[config.mk]
export PLATFORM = sky130hd
export DESIGN_NAME = axil_single_split
export DESIGN_NICKNAME = d
export VERILOG_FILES = /design/src/split_pkg.sv /design/src/axil_pkg.sv /design/src/rsp_queue_if.sv /design/src/axil_single_split.sv /design/src/read_splitter.sv /design/src/write_splitter.sv /design/src/rsp_queue.sv /design/src/skid_buffer.sv
export VERILOG_INCLUDE_DIRS = /design/src /design/src/src
export SDC_FILE = /design/constraint.sdc
export NUM_CORES = 1
export LEC_CHECK = 0
export ABC_AREA = 0
export BUFFER_PORTS_ARGS = -buffer_cell sky130_fd_sc_hd__clkbuf_2
export CORE_ASPECT_RATIO = 0.8
export CORE_UTILIZATION = 36
export DETAILED_ROUTE_END_ITERATION = 10
export PLACE_DENSITY = 0.62
export SKIP_LAST_GASP = 1
export SLEW_MARGIN = 20
export SYNTH_ARGS = -nofsm -noshare
export SYNTH_HDL_FRONTEND = slang
export SYNTH_SLANG_ARGS = --single-unit
export TNS_END_PERCENT = 10
[constraint.sdc]
create_clock -name S_AXI_ACLK -period 4.4 [get_ports S_AXI_ACLK]
set_input_delay 0.22 -clock S_AXI_ACLK [delete_from_list [all_inputs] [get_ports S_AXI_ACLK]]
set_output_delay 0.22 -clock S_AXI_ACLK [all_outputs]
set_load 0.01 [all_outputs]
[src/axil_split_macros.svh]
/* Splitter size macros */

`ifndef AXIL_SPLIT_MACROS_SVH
`define AXIL_SPLIT_MACROS_SVH

// Number of single-register peripherals
`define SPLIT_NS 12

// Bus data width in bits
`define SPLIT_DW 32

// Address width, 4-bit word index over a 2-bit byte offset
`define SPLIT_AW 6

// Log2 of the response queue depth
`define SPLIT_LGFLEN 3

`endif
[src/split_pkg.sv]
/* Splitter geometry */

`include "axil_split_macros.svh"

package split_pkg;

	// Byte offset bits below the word index
	localparam int ADDR_LSBS = $clog2(`SPLIT_DW) - 3;

	// Word index selects the peripheral
	localparam int IDX_W = `SPLIT_AW - ADDR_LSBS;

	// One strobe bit per data byte
	localparam int STRB_W = `SPLIT_DW / 8;

	// Entries per response queue, also the credit limit per path
	localparam int Q_DEPTH = 1 << `SPLIT_LGFLEN;

endpackage

[src/axil_pkg.sv]
/* AXI4-Lite protocol constants */

package axil_pkg;

	// Response codes as seen on BRESP and RRESP
	localparam logic [1:0] RESP_OKAY   = 2'b00;
	localparam logic [1:0] RESP_SLVERR = 2'b10;
	// Returned for an index with no peripheral behind it
	localparam logic [1:0] RESP_DECERR = 2'b11;

	// AxPROT width
	localparam int PROT_W = 3;

endpackage

[src/rsp_queue_if.sv]
/* Response queue interface */

`timescale 1ns/1ps

interface rsp_queue_if #(
	parameter int W = 2
) (
	input logic S_AXI_ACLK,
	input logic S_AXI_ARESETN
);

	// Write side, driven by a splitter
	logic         push;
	logic [W-1:0] push_data;

	// Read side, pop is formed once at the top level
	logic         pop;
	logic [W-1:0] pop_data;
	logic         empty;

	// Splitter pushes and sees pops for its credit count
	modport producer (
		output push,
		output push_data,
		input  pop
	);

	modport queue (
		input  S_AXI_ACLK,
		input  S_AXI_ARESETN,
		input  push,
		input  push_data,
		input  pop,
		output pop_data,
		output empty
	);

	// Upstream response channel
	modport consumer (
		output pop,
		input  pop_data,
		input  empty
	);

endinterface

[src/axil_single_split.sv]
/* AXI4-Lite single-register splitter */

`timescale 1ns/1ps
`include "axil_split_macros.svh"

module axil_single_split
	import axil_pkg::*;
	import split_pkg::*;
(
	input  logic                           S_AXI_ACLK,
	input  logic                           S_AXI_ARESETN,
	// Upstream slave port
	input  logic                           i_s_awvalid,
	output logic                           o_s_awready,
	input  logic [`SPLIT_AW-1:0]           i_s_awaddr,
	input  logic [PROT_W-1:0]              i_s_awprot,
	input  logic                           i_s_wvalid,
	output logic                           o_s_wready,
	input  logic [`SPLIT_DW-1:0]           i_s_wdata,
	input  logic [STRB_W-1:0]              i_s_wstrb,
	output logic                           o_s_bvalid,
	input  logic                           i_s_bready,
	output logic [1:0]                     o_s_bresp,
	input  logic                           i_s_arvalid,
	output logic                           o_s_arready,
	input  logic [`SPLIT_AW-1:0]           i_s_araddr,
	input  logic [PROT_W-1:0]              i_s_arprot,
	output logic                           o_s_rvalid,
	input  logic                           i_s_rready,
	output logic [`SPLIT_DW-1:0]           o_s_rdata,
	output logic [1:0]                     o_s_rresp,
	// Peripheral side
	output logic [`SPLIT_NS-1:0]           o_m_awvalid,
	output logic [PROT_W-1:0]              o_m_awprot,
	output logic [`SPLIT_DW-1:0]           o_m_wdata,
	output logic [STRB_W-1:0]              o_m_wstrb,
	input  logic [`SPLIT_NS*2-1:0]         i_m_bresp,
	output logic [`SPLIT_NS-1:0]           o_m_arvalid,
	output logic [PROT_W-1:0]              o_m_arprot,
	input  logic [`SPLIT_NS*`SPLIT_DW-1:0] i_m_rdata,
	input  logic [`SPLIT_NS*2-1:0]         i_m_rresp
);

	// B queue holds BRESP, R queue holds {RDATA, RRESP}
	rsp_queue_if #(.W(2))             u_bq_if (.S_AXI_ACLK, .S_AXI_ARESETN);
	rsp_queue_if #(.W(`SPLIT_DW + 2)) u_rq_if (.S_AXI_ACLK, .S_AXI_ARESETN);

	////////////////////////////////////////////////////////////////////////////
	// Write path
	////////////////////////////////////////////////////////////////////////////

	write_splitter u_wr (
		.S_AXI_ACLK   (S_AXI_ACLK),
		.S_AXI_ARESETN(S_AXI_ARESETN),
		.i_awvalid    (i_s_awvalid),
		.o_awready    (o_s_awready),
		.i_awaddr     (i_s_awaddr),
		.i_awprot     (i_s_awprot),
		.i_wvalid     (i_s_wvalid),
		.o_wready     (o_s_wready),
		.o_m_awvalid  (o_m_awvalid),
		.o_m_awprot   (o_m_awprot),
		.i_m_bresp    (i_m_bresp),
		.rq           (u_bq_if.producer)
	);

	rsp_queue #(.LGFLEN(`SPLIT_LGFLEN)) u_bq (.q(u_bq_if.queue));

	// Data and strobes go to every peripheral, AWVALID picks one
	assign o_m_wdata = i_s_wdata;
	assign o_m_wstrb = i_s_wstrb;

	// Pop formed here once, also returns a write credit
	assign u_bq_if.pop = i_s_bready && !u_bq_if.empty;
	assign o_s_bvalid  = !u_bq_if.empty;
	assign o_s_bresp   = u_bq_if.pop_data;

	////////////////////////////////////////////////////////////////////////////
	// Read path
	////////////////////////////////////////////////////////////////////////////

	read_splitter u_rd (
		.S_AXI_ACLK   (S_AXI_ACLK),
		.S_AXI_ARESETN(S_AXI_ARESETN),
		.i_arvalid    (i_s_arvalid),
		.o_arready    (o_s_arready),
		.i_araddr     (i_s_araddr),
		.i_arprot     (i_s_arprot),
		.o_m_arvalid  (o_m_arvalid),
		.o_m_arprot   (o_m_arprot),
		.i_m_rdata    (i_m_rdata),
		.i_m_rresp    (i_m_rresp),
		.rq           (u_rq_if.producer)
	);

	rsp_queue #(.LGFLEN(`SPLIT_LGFLEN)) u_rq (.q(u_rq_if.queue));

	// Same pop also frees a read credit
	assign u_rq_if.pop            = i_s_rready && !u_rq_if.empty;
	assign o_s_rvalid             = !u_rq_if.empty;
	assign {o_s_rdata, o_s_rresp} = u_rq_if.pop_data;

endmodule

[src/read_splitter.sv]
/* Read path splitter */

`timescale 1ns/1ps
`include "axil_split_macros.svh"

module read_splitter
	import axil_pkg::*;
	import split_pkg::*;
(
	input  logic                          S_AXI_ACLK,
	input  logic                          S_AXI_ARESETN,
	input  logic                          i_arvalid,
	output logic                          o_arready,
	input  logic [`SPLIT_AW-1:0]          i_araddr,
	input  logic [PROT_W-1:0]             i_arprot,
	output logic [`SPLIT_NS-1:0]          o_m_arvalid,
	output logic [PROT_W-1:0]             o_m_arprot,
	input  logic [`SPLIT_NS*`SPLIT_DW-1:0] i_m_rdata,
	input  logic [`SPLIT_NS*2-1:0]        i_m_rresp,
	rsp_queue_if.producer                 rq
);

	localparam int NS = `SPLIT_NS;
	localparam int DW = `SPLIT_DW;
	localparam int CW = $clog2(Q_DEPTH) + 1;

	logic [IDX_W-1:0]  ar_idx;
	logic              ar_xfer;

	// Stage 1, strobe out
	logic [NS-1:0]     r_sel;
	logic [IDX_W-1:0]  r_idx;
	logic [PROT_W-1:0] r_prot;
	logic              r_wait;

	// Stage 2, peripheral data valid
	logic [IDX_W-1:0]  d_idx;
	logic              d_vld;

	// Stage 3, push
	logic              p_push;
	logic [DW-1:0]     p_rdata;
	logic [1:0]        p_resp;

	logic [CW-1:0]     rd_count;
	logic              rd_full;

	assign ar_idx  = i_araddr[`SPLIT_AW-1:ADDR_LSBS];
	assign ar_xfer = i_arvalid && o_arready;

	////////////////////////////////////////////////////////////////////////////
	// Strobe and valid pipeline
	////////////////////////////////////////////////////////////////////////////

	// One-cycle strobe after AR, none for an unmapped index
	always_ff @(posedge S_AXI_ACLK)
	begin
		if (!S_AXI_ARESETN)
		begin
			r_sel  <= '0;
			r_wait <= 1'b0;
			d_vld  <= 1'b0;
			p_push <= 1'b0;
		end
		else
		begin
			if (ar_xfer && (ar_idx < IDX_W'(NS)))
				r_sel <= NS'(1) << ar_idx;
			else
				r_sel <= '0;
			r_wait <= ar_xfer;
			d_vld  <= r_wait;
			p_push <= d_vld;
		end
	end

	// Index rides alongside the valid bits
	always_ff @(posedge S_AXI_ACLK)
	begin
		r_idx  <= ar_idx;
		r_prot <= i_arprot;
		d_idx  <= r_idx;
	end

	assign o_m_arvalid = r_sel;
	assign o_m_arprot  = r_prot;

	// Data select, zero data with DECERR past the last peripheral
	always_ff @(posedge S_AXI_ACLK)
	begin
		if (d_idx >= IDX_W'(NS))
		begin
			p_rdata <= '0;
			p_resp  <= RESP_DECERR;
		end
		else
		begin
			p_rdata <= i_m_rdata[DW*d_idx +: DW];
			p_resp  <= i_m_rresp[2*d_idx +: 2];
		end
	end

	assign rq.push      = p_push;
	assign rq.push_data = {p_rdata, p_resp};

	////////////////////////////////////////////////////////////////////////////
	// Credits
	////////////////////////////////////////////////////////////////////////////

	always_ff @(posedge S_AXI_ACLK)
	begin
		if (!S_AXI_ARESETN)
			rd_count <= '0;
		else if (ar_xfer && !rq.pop)
			rd_count <= rd_count + 1'b1;
		else if (!ar_xfer && rq.pop)
			rd_count <= rd_count - 1'b1;
	end

	assign rd_full   = (rd_count == CW'(Q_DEPTH));
	// ARREADY high out of reset, low at the credit limit
	assign o_arready = !rd_full;

	a_credit_limit: assert property (
		@(posedge S_AXI_ACLK) disable iff (!S_AXI_ARESETN)
		rd_count <= CW'(Q_DEPTH)
	);

endmodule

[src/write_splitter.sv]
/* Write path splitter */

`timescale 1ns/1ps
`include "axil_split_macros.svh"

module write_splitter
	import axil_pkg::*;
	import split_pkg::*;
(
	input  logic                      S_AXI_ACLK,
	input  logic                      S_AXI_ARESETN,
	input  logic                      i_awvalid,
	output logic                      o_awready,
	input  logic [`SPLIT_AW-1:0]      i_awaddr,
	input  logic [PROT_W-1:0]         i_awprot,
	input  logic                      i_wvalid,
	output logic                      o_wready,
	output logic [`SPLIT_NS-1:0]      o_m_awvalid,
	output logic [PROT_W-1:0]         o_m_awprot,
	input  logic [`SPLIT_NS*2-1:0]    i_m_bresp,
	rsp_queue_if.producer             rq
);

	localparam int NS = `SPLIT_NS;
	localparam int CW = $clog2(Q_DEPTH) + 1;

	// Skid output side
	logic              skid_valid;
	logic              skid_ready;
	logic [IDX_W-1:0]  skid_idx;
	logic [PROT_W-1:0] skid_prot;
	logic              skid_take;

	// Held address phase
	logic              wready;
	logic [NS-1:0]     w_sel;
	logic [IDX_W-1:0]  w_idx;
	logic [PROT_W-1:0] w_prot;
	logic              w_xfer;

	// Response pipeline
	logic              b_pend;
	logic [IDX_W-1:0]  b_idx;
	logic              b_push;
	logic [1:0]        b_resp;

	// Credits
	logic [CW-1:0]     wr_count;
	logic              wr_full;

	////////////////////////////////////////////////////////////////////////////
	// Address acceptance
	////////////////////////////////////////////////////////////////////////////

	skid_buffer #(
		.DW(IDX_W + PROT_W)
	) u_awskid (
		.S_AXI_ACLK   (S_AXI_ACLK),
		.S_AXI_ARESETN(S_AXI_ARESETN),
		.i_valid      (i_awvalid),
		.o_ready      (o_awready),
		.i_data       ({i_awprot, i_awaddr[`SPLIT_AW-1:ADDR_LSBS]}),
		.o_valid      (skid_valid),
		.i_ready      (skid_ready),
		.o_data       ({skid_prot, skid_idx})
	);

	// Next AW may enter as the current W leaves, if credits remain
	assign skid_ready = (!wready || i_wvalid) && !wr_full;
	assign skid_take  = skid_valid && skid_ready;
	assign w_xfer     = i_wvalid && wready;

	// Select held until the W beat, empty select for a bad index
	always_ff @(posedge S_AXI_ACLK)
	begin
		if (!S_AXI_ARESETN)
		begin
			wready <= 1'b0;
			w_sel  <= '0;
		end
		else if (skid_take)
		begin
			wready <= 1'b1;
			w_sel  <= (skid_idx < IDX_W'(NS)) ? (NS'(1) << skid_idx) : '0;
		end
		else if (i_wvalid)
		begin
			wready <= 1'b0;
			w_sel  <= '0;
		end
	end

	always_ff @(posedge S_AXI_ACLK)
	begin
		if (skid_take)
		begin
			w_idx  <= skid_idx;
			w_prot <= skid_prot;
		end
	end

	assign o_wready    = wready;
	// Strobe lands in the W transfer cycle
	assign o_m_awvalid = i_wvalid ? w_sel : '0;
	assign o_m_awprot  = w_prot;

	////////////////////////////////////////////////////////////////////////////
	// Response capture
	////////////////////////////////////////////////////////////////////////////

	always_ff @(posedge S_AXI_ACLK)
	begin
		if (!S_AXI_ARESETN)
		begin
			b_pend <= 1'b0;
			b_push <= 1'b0;
		end
		else
		begin
			b_pend <= w_xfer;
			b_push <= b_pend;
		end
	end

	// Peripheral answers one cycle after its strobe
	always_ff @(posedge S_AXI_ACLK)
	begin
		b_idx <= w_idx;
		if (b_idx >= IDX_W'(NS))
			b_resp <= RESP_DECERR;
		else
			b_resp <= i_m_bresp[2*b_idx +: 2];
	end

	assign rq.push      = b_push;
	assign rq.push_data = b_resp;

	// Outstanding count, from AW take until the B pop
	always_ff @(posedge S_AXI_ACLK)
	begin
		if (!S_AXI_ARESETN)
			wr_count <= '0;
		else if (skid_take && !rq.pop)
			wr_count <= wr_count + 1'b1;
		else if (!skid_take && rq.pop)
			wr_count <= wr_count - 1'b1;
	end

	assign wr_full = (wr_count == CW'(Q_DEPTH));

	a_awvalid_onehot: assert property (
		@(posedge S_AXI_ACLK) disable iff (!S_AXI_ARESETN)
		$onehot0(o_m_awvalid)
	);

endmodule

[src/rsp_queue.sv]
/* In-order response FIFO */

`timescale 1ns/1ps

module rsp_queue
	import split_pkg::*;
#(
	parameter int LGFLEN = $clog2(Q_DEPTH)
) (
	rsp_queue_if.queue q
);

	localparam int DEPTH = 1 << LGFLEN;
	localparam int W     = $bits(q.pop_data);

	logic [W-1:0]      mem [DEPTH];
	logic [LGFLEN-1:0] wr_ptr;
	logic [LGFLEN-1:0] rd_ptr;
	logic [LGFLEN-1:0] rd_next;
	logic [LGFLEN:0]   fill;
	logic              rd_en;

	// Pop is ignored on an empty queue
	assign rd_en   = q.pop && (fill != '0);
	assign rd_next = rd_ptr + 1'b1;

	////////////////////////////////////////////////////////////////////////////
	// Storage and pointers
	////////////////////////////////////////////////////////////////////////////

	always_ff @(posedge q.S_AXI_ACLK)
	begin
		if (q.push)
			mem[wr_ptr] <= q.push_data;
	end

	always_ff @(posedge q.S_AXI_ACLK)
	begin
		if (!q.S_AXI_ARESETN)
		begin
			wr_ptr <= '0;
			rd_ptr <= '0;
			fill   <= '0;
		end
		else
		begin
			if (q.push)
				wr_ptr <= wr_ptr + 1'b1;
			if (rd_en)
				rd_ptr <= rd_next;
			// Net change of fill
			case ({q.push, rd_en})
				2'b10: fill <= fill + 1'b1;
				2'b01: fill <= fill - 1'b1;
				default: fill <= fill;
			endcase
		end
	end

	////////////////////////////////////////////////////////////////////////////
	// Registered head word
	////////////////////////////////////////////////////////////////////////////

	// Head is loaded from the push when the queue is or becomes empty,
	// otherwise from the next slot on each pop
	always_ff @(posedge q.S_AXI_ACLK)
	begin
		if (q.push && ((fill == '0) || ((fill == 1) && rd_en)))
			q.pop_data <= q.push_data;
		else if (rd_en)
			q.pop_data <= mem[rd_next];
	end

	// Not empty one cycle after the first push
	assign q.empty = (fill == '0);

	// Splitter credits must keep pushes off a full queue
	a_no_overflow: assert property (
		@(posedge q.S_AXI_ACLK) disable iff (!q.S_AXI_ARESETN)
		q.push && (fill == DEPTH) |-> q.pop
	);

endmodule

[src/skid_buffer.sv]
/* Write address skid buffer */

`timescale 1ns/1ps

module skid_buffer #(
	parameter int DW = 8
) (
	input  logic          S_AXI_ACLK,
	input  logic          S_AXI_ARESETN,
	input  logic          i_valid,
	output logic          o_ready,
	input  logic [DW-1:0] i_data,
	output logic          o_valid,
	input  logic          i_ready,
	output logic [DW-1:0] o_data
);

	// Overflow entry
	logic          r_valid;
	logic [DW-1:0] r_data;

	// Fill when a beat arrives and downstream stalls, drain on ready
	always_ff @(posedge S_AXI_ACLK)
	begin
		if (!S_AXI_ARESETN)
			r_valid <= 1'b0;
		else if (i_valid && o_ready && !i_ready)
			r_valid <= 1'b1;
		else if (i_ready)
			r_valid <= 1'b0;
	end

	// Payload only moves while the entry is free
	always_ff @(posedge S_AXI_ACLK)
	begin
		if (o_ready)
			r_data <= i_data;
	end

	// Ready comes straight from a flop
	assign o_ready = !r_valid;

	// Pass through when empty, zero latency
	assign o_valid = r_valid || i_valid;
	assign o_data  = r_valid ? r_data : i_data;

	// A held entry stays put until downstream takes it
	a_hold_entry: assert property (
		@(posedge S_AXI_ACLK) disable iff (!S_AXI_ARESETN)
		r_valid && !i_ready |=> r_valid && $stable(r_data)
	);

endmodule

* Word-level counts from Yosys, hierarchy flattened
Memory sizes are Yosys's and may differ from the RTL's. Cells that the tools add are included.
Storage, ports and cells: bits in writable memories 288, logic and storage cells 130, output and inout bits 107, bits of input ports 493, memories 2, register bits after elaboration 160
Memory list:
- u_rq.mem | words 8, width 34, rd ports 1, clocked after Yosys merged registers in 0, wr ports 1, RTL line rsp_queue.sv:16 | logic [W-1:0] mem [DEPTH];
- u_bq.mem | words 8, width 2, rd ports 1, clocked after Yosys merged registers in 0, wr ports 1, RTL line rsp_queue.sv:16
Operators by class: reductions and logical operators 47, shift operators 5, add/sub/neg operators 12, $lt $le $gt $ge 4, equality and inequality tests 8, mux-type cells 23
Operators by type and width (number):
- $shiftx A384 B10 Y32 | 1
- $mux W34 | 2
- $mux W12 | 4
- $shiftx A24 B6 Y2 | 2
- $shl A1 B4 Y12 const A | 2
- $logic_and A1 B1 Y1 | 19
- $add A4 B1 Y4 const B | 4
- $mux W4 | 4
- $pmux W4 S2 | 2
- $reduce_bool A2 Y1 | 8
- $sub A4 B1 Y4 const B | 4
- $add A3 B1 Y3 const B | 4
- $logic_not A1 Y1 | 11
- $eq A4 B1 Y1 const B | 2
- $eq A4 B4 Y1 const B | 2
- $ge A4 B4 Y1 const B | 2
- $logic_not A4 Y1 | 2
- $lt A4 B4 Y1 const B | 2
- $mux W1 | 8
- $reduce_bool A4 Y1 | 2
- $mux W7 | 1
- $eq A2 B1 Y1 const B | 2
- $eq A2 B2 Y1 const B | 2
- $logic_or A1 B1 Y1 | 4
- other kinds (2) | 3

* Logic depth before layout (Yosys ltp)
depth after elaboration 8, depth in mapped cells 12, gate-level depth less buffers 11

* By module
A second synthesis with hierarchy kept.
Second synthesis, totals: cells, all modules 1326, area, all modules 20453.4 µm²
By module, submodules not included:
- rsp_queue at u_rq | cells an instance 689, area an instance 12349.3 µm², times used 1, seq. area each 9389.0 µm²
- read_splitter | cells an instance 350, area an instance 4778.3 µm², times used 1, seq. area each 1281.2 µm²
- write_splitter | cells an instance 125, area an instance 1473.9 µm², times used 1, seq. area each 710.7 µm²
- rsp_queue at u_bq | cells an instance 103, area an instance 1290.0 µm², times used 1, seq. area each 740.7 µm²
- axil_single_split | cells an instance 40, area an instance 290.3 µm², times used 1, seq. area each 0.0 µm²
- skid_buffer | cells an instance 19, area an instance 271.5 µm², times used 1, seq. area each 160.2 µm²

* Worst setup path before layout
Ideal clock, no wire load.
path kind register to register, start point register u_rq.fill[0], end point register u_rq.q.pop_data[0] (enable), path slack 397 ps, setup time 472 ps, required time 3928 ps, path buffers 1, data arrival time 3531 ps, stages on the path, launching flop included 6, period minus slack after synthesis 4003 ps, cells stage by stage dfxtp_1 > inv_1 > ha_1 > or3b_1 > clkbuf_1 > o21ai_0
On the way: cells in the longest elaborated chain, start to end 8, elaborated cells between the ends (all ways) 10, those cells by class 1 x eq/ne; 9 x reduce/logical
Ends and longest elaborated chain:
- from (decl) | RTL line rsp_queue.sv:20 | logic [LGFLEN:0] fill;
- from (signal assigned) | RTL line rsp_queue.sv:53 | 2'b10: fill <= fill + 1'b1;
- from (signal assigned) | RTL line rsp_queue.sv:54 | 2'b01: fill <= fill - 1'b1;
- from (signal assigned) | RTL line rsp_queue.sv:55 | default: fill <= fill;
- $logic_not A4 Y1 * | RTL line rsp_queue.sv:75 | assign q.empty = (fill == '0);
- $logic_not A1 Y1 *
- named net o_s_rvalid | RTL line axil_single_split.sv:28 | output logic o_s_rvalid,
- $logic_and A1 B1 Y1 * | RTL line axil_single_split.sv:99 | assign u_rq_if.pop = i_s_rready && !u_rq_if.empty;
- $logic_and A1 B1 Y1 * | RTL line rsp_queue.sv:24 | assign rd_en = q.pop && (fill != '0);
- $logic_and A1 B1 Y1 | RTL line rsp_queue.sv:68 | if (q.push && ((fill == '0) || ((fill == 1) && rd_en)))
- $logic_or A1 B1 Y1 | RTL line rsp_queue.sv:68
- $logic_and A1 B1 Y1 | RTL line rsp_queue.sv:68
- $reduce_bool A2 Y1 (no source line) *
- to (signal assigned) | RTL line rsp_queue.sv:69 | q.pop_data <= q.push_data;
- to (signal assigned) | RTL line rsp_queue.sv:71 | q.pop_data <= mem[rd_next];
- to (decl) | RTL line rsp_queue_if.sv:34 | output pop_data,
Mark *: on every way through the listed nets, which the timed path passes. The rest lies on a longest branch. A chain may end at the register's enable or synchronous reset.

* Final worst setup path
start point register u_rq.rd_ptr[0], end point register u_rq.q.pop_data[6], data pin
On the way: cells in the longest elaborated chain, start to end 4
Ends and longest elaborated chain:
- from (decl) | RTL line rsp_queue.sv:18 | logic [LGFLEN-1:0] rd_ptr;
- from (signal assigned) | RTL line rsp_queue.sv:50 | rd_ptr <= rd_next;
- $add A3 B1 Y3 | RTL line rsp_queue.sv:25 | assign rd_next = rd_ptr + 1'b1;
- named net u_rq.rd_next[1] | RTL line rsp_queue.sv:19 | logic [LGFLEN-1:0] rd_next;
- $mem_v2 Z8 W34
- $mux W34 | RTL line rsp_queue.sv:70 | else if (rd_en)
- $mux W34 | RTL line rsp_queue.sv:68
The timed path passes the listed nets, and every way through them passes these cells. The select of a mux whose other input is x is not followed.

==> results by group <==
Yosys
  • Netlist area before placement: 20200 um^2
  • Async S/R FF share, synth: 0
  • Synth area leader: edfxtp_1
  • Synth Net Count: 1715
  • Post-synth top flop: edfxtp_1
  • Register bit total from synthesis: 448
  • Top cell type's share of synthesized area: 0.492
  • Syn. warnings: 0
  • Yosys cell types: 58
  • Seq/Total Area, Yosys: 0.608
  • Mean post-synth cell area: 16.8 um^2
  • Mapped Cells: approximately 1200
  • Area contributors post-synth: edfxtp_1 49%, mux4_2 20%, dfxtp_1 12%
  • Post-synth EDFFs: around 330

Floorplanning
  • # IOs: 600
  • Core region area: 55300 um^2
  • Cell Rows: 77
  • Initial cell density of the core: 0.365
  • Die Height: 214 um
  • Die area: 57100 um^2
  • Die X: ~270 um

GRT
  • Grt total ovfl: 0
  • Vias in the first global route: 13000
  • Initial antenna violation count: 19
  • Largest net degree at the start of global routing: 69
  • First-pass GRT wire length: just over 90 mm
  • Total GRT Usage: 0.227

Min path
  • Hold path endpoint: u_rd.r_wait$_SDFF_PN0_
  • Hold Startpoint: i_s_arvalid
  • Hold WC Path Type: in2reg
  • WHS Path Cells: 2

Clocking
  • CTS Hold Bufs: 16
  • Clock-pin slew on the worst setup and hold paths: 60 ps
  • Root Driver: clkbuf_16
  • # H-tree levels: 2
  • Worst skew pair latency: 570 ps
  • Total CTS buffers: between 40 and 50
  • CTS tree: done
  • Post-CTS Setup Inserts: 0
  • Clock Tree Buf Depth: 3
  • CTS resizes: 0
  • CTS Sinks: 448

Route
  • WL per Instance: 26.5 um
  • Metal-1 WL: 27.8 mm
  • First-pass DRT Iterations: 5
  • Top sig layer: met5
  • Residual DRC: 0
  • Total number of vias: between 10000 and 15000
  • Iteration-0 DRC Markers: 1050
  • Met2 WL: a little under 30 mm
  • Met3 WL post-DR: 7.99 mm
  • WL final: 66.2 mm
  • Via density: ~5.3
  • Antenna Violating Nets Remaining: 0

Setup path
  • Critical path capture point type: register
  • Crit start category: register
  • Crit Reg-Reg Startpoint: u_rq.rd_ptr[0]$_SDFFE_PN0N_
  • Reg2reg path depth: 5
  • Crit-path max FO: 29
  • Kind of cell adding the most delay to the critical path: adder cells
  • Buffers & Inverters on Critical Path: 1
  • Required @ worst endpoint: 4680 ps
  • Slowest-stage cell, CP: ha_2
  • Data arrival time of the worst path: 3080 ps
  • Reg-to-reg slack, setup: 1590 ps
  • Critical path class: reg2reg
  • Critical path cell sequence: ha_2 > buf_4 > mux4_2 > mux2i_1 > o21ai_1
  • CP peak stage delay: 800 ps
  • Worst R2R End: u_rq.q.pop_data[6]$_DFFE_PP_

STA
  • Slew Limit Fails: 0
  • Tcrit/Tclk final: 0.638
  • Worst Max-Slew Pin Slew: 1030 ps
  • Fmax: 356 MHz
  • Clk_skew: approximately 22 ps
  • Slew margin rel.: 0.311
  • Unrepaired setup endpoints after global routing: false
  • Final setup TNS: 0 ps
  • Final setup vio count: 0
  • Tmin final: 2810 ps
  • Final hold vios: 0

Place
  • Dpl hpwl: ~50 mm
  • # port buffers: 523
  • Gp weighted congestion: 0.958

Power
  • P per Cell Area: 423 nW/um^2
  • Total design power: between 10 and 15 mW
  • Leakage: 9.43 nW
  • Max VDD drop: 0.306 mV

Cells and area
  • Nets: 2219
  • Area growth, synth to finish: 24.0%
  • Share of cells above drive strength 1: 0.474

Outcome
  • Run status: finished clean

Run
  • Maxcap violations: 0
[placed cells by master, fill, tap and decap left out, drive strengths merged, types with 20 or more instances in the layout]
| master | n |
|---|---|
| and2 | 34 |
| buf | 29 |
| clkbuf | 581 |
| clkinv | 20 |
| dfxtp | 117 |
| edfxtp | 331 |
| inv | 48 |
| mux2i | 82 |
| mux4 | 180 |
| nand2 | 57 |
| nor2 | 23 |
| o21ai | 53 |
| o22ai | 32 |
[where the power goes]
| part | internal (mW) | total [mW] | leakage (nW) | switching (mW) |
|---|---|---|---|---|
| logic | 0.867 | 1.68 | 4.72 | 0.814 |
| clock network | 2.19 | 3.80 | 0.729 | 1.62 |
| registers | 4.84 | 5.12 | 3.98 | 0.283 |
| total | 7.89 | 10.6 | 9.43 | 2.72 |
[flip-flops by register name, summed over array words and instances (netlist names), 4 cells and up]
| name | flops |
|---|---|
| u_rd.rd_count | 4 |
| u_wr.w_idx | 4 |
| u_rq.q.pop_data | 34 |
| u_wr.u_awskid.r_data | 7 |
| u_rd.d_idx | 4 |
| u_wr.w_sel | 12 |
| u_wr.b_idx | 4 |
| u_rd.r_idx | 4 |
| u_rq.mem | 272 |
| u_wr.wr_count | 4 |
| u_bq.mem | 16 |
| u_rq.fill | 4 |
| u_rd.p_rdata | 32 |
| u_rd.o_m_arvalid | 12 |
| u_bq.fill | 4 |
[stage by stage]
stage / std cells / area (um^2) / hold WS [ps] / utilization / worst slack [ps]
floorplan: 1202 / 20200 / 248 / - / 397
global placement: 2391 / 23400 / 315 / 0.422 / 1530
detailed placement: 2392 / 23400 / 314 / 0.423 / 1520
CTS: 2494 / 25000 / 71.2 / 0.453 / 1520
global route: 2495 / 25000 / 105 / 0.453 / 1420
finish: 2504 / 25100 / 107 / 0.453 / 1590
[how the worst max path moves through the flow]
stage                                            from                             to  slack, ps  depth (start not counted)
after CTS                 u_rq.rd_ptr[0]$_SDFFE_PN0N_   u_rq.q.pop_data[6]$_DFFE_PP_       1520                          5
after global routing      u_rq.rd_ptr[0]$_SDFFE_PN0N_   u_rq.q.pop_data[6]$_DFFE_PP_       1420                          5
final                     u_rq.rd_ptr[0]$_SDFFE_PN0N_   u_rq.q.pop_data[6]$_DFFE_PP_       1590                          5
after global placement    u_rq.rd_ptr[0]$_SDFFE_PN0N_  u_rq.q.pop_data[12]$_DFFE_PP_       1530                          5
after floorplan             u_rq.fill[0]$_SDFFE_PN0P_   u_rq.q.pop_data[0]$_DFFE_PP_        400                          5
after detailed placement  u_rq.rd_ptr[0]$_SDFFE_PN0N_   u_rq.q.pop_data[6]$_DFFE_PP_       1520                          5
[cell usage after synthesis (6+ instances only)]
cell type and n:
edfxtp_1 331, o2bb2ai_1 6, nand2_1 56, buf_4 46, a22o_1 6, clkbuf_1 34, and2_1 34, ha_1 18
nor2_1 23, o21ai_0 14, inv_1 45, mux2i_1 82, nor3_1 10, o21ai_1 39, dfxtp_1 117, mux4_2 176
o22ai_1 32, a21oi_1 6, xnor2_1 14, buf_2 22, nand3_1 9, buf_6 7, nand2b_1 12
[worst reg2reg max path: stages (launching register included)]
cell and delay [ps]:
dfxtp_4 630, ha_2 800, buf_4 470, mux4_2 370
mux2i_1 160, o21ai_1 100
[cell type report]
| cell class | instances | area, um^2 |
|---|---|---|
| clock buffers | 58 | 1240 |
| inverters | 46 | 173 |
| well taps | 750 | 938 |
| flip-flops and latches | 448 | 12300 |
| multi-input cells | 596 | 7110 |
| clock inverters | 28 | 256 |
| repair buffers | 568 | 3030 |
| fillers | 4933 | 30200 |
| diodes | 10 | 25.0 |
[cell families after synthesis]
logic type / share of synthesized area
AO/OA/AOI/OAI: 0.0341
XOR/XNOR: 0.00861
adder cells (fa/ha/maj): 0.0131
buffers and inverters: 0.0435
flip-flops: 0.608
multiplexers: 0.245
AND/OR/NAND/NOR: 0.0477
[layer usage]
layer  GRT usage  vias up
met3       0.107       91
met4      0.0513       18
met1       0.308     6687
met2       0.330      679
met5           0        -
li1            -     5740
Note: power is estimated with default switching activity, not from simulation.
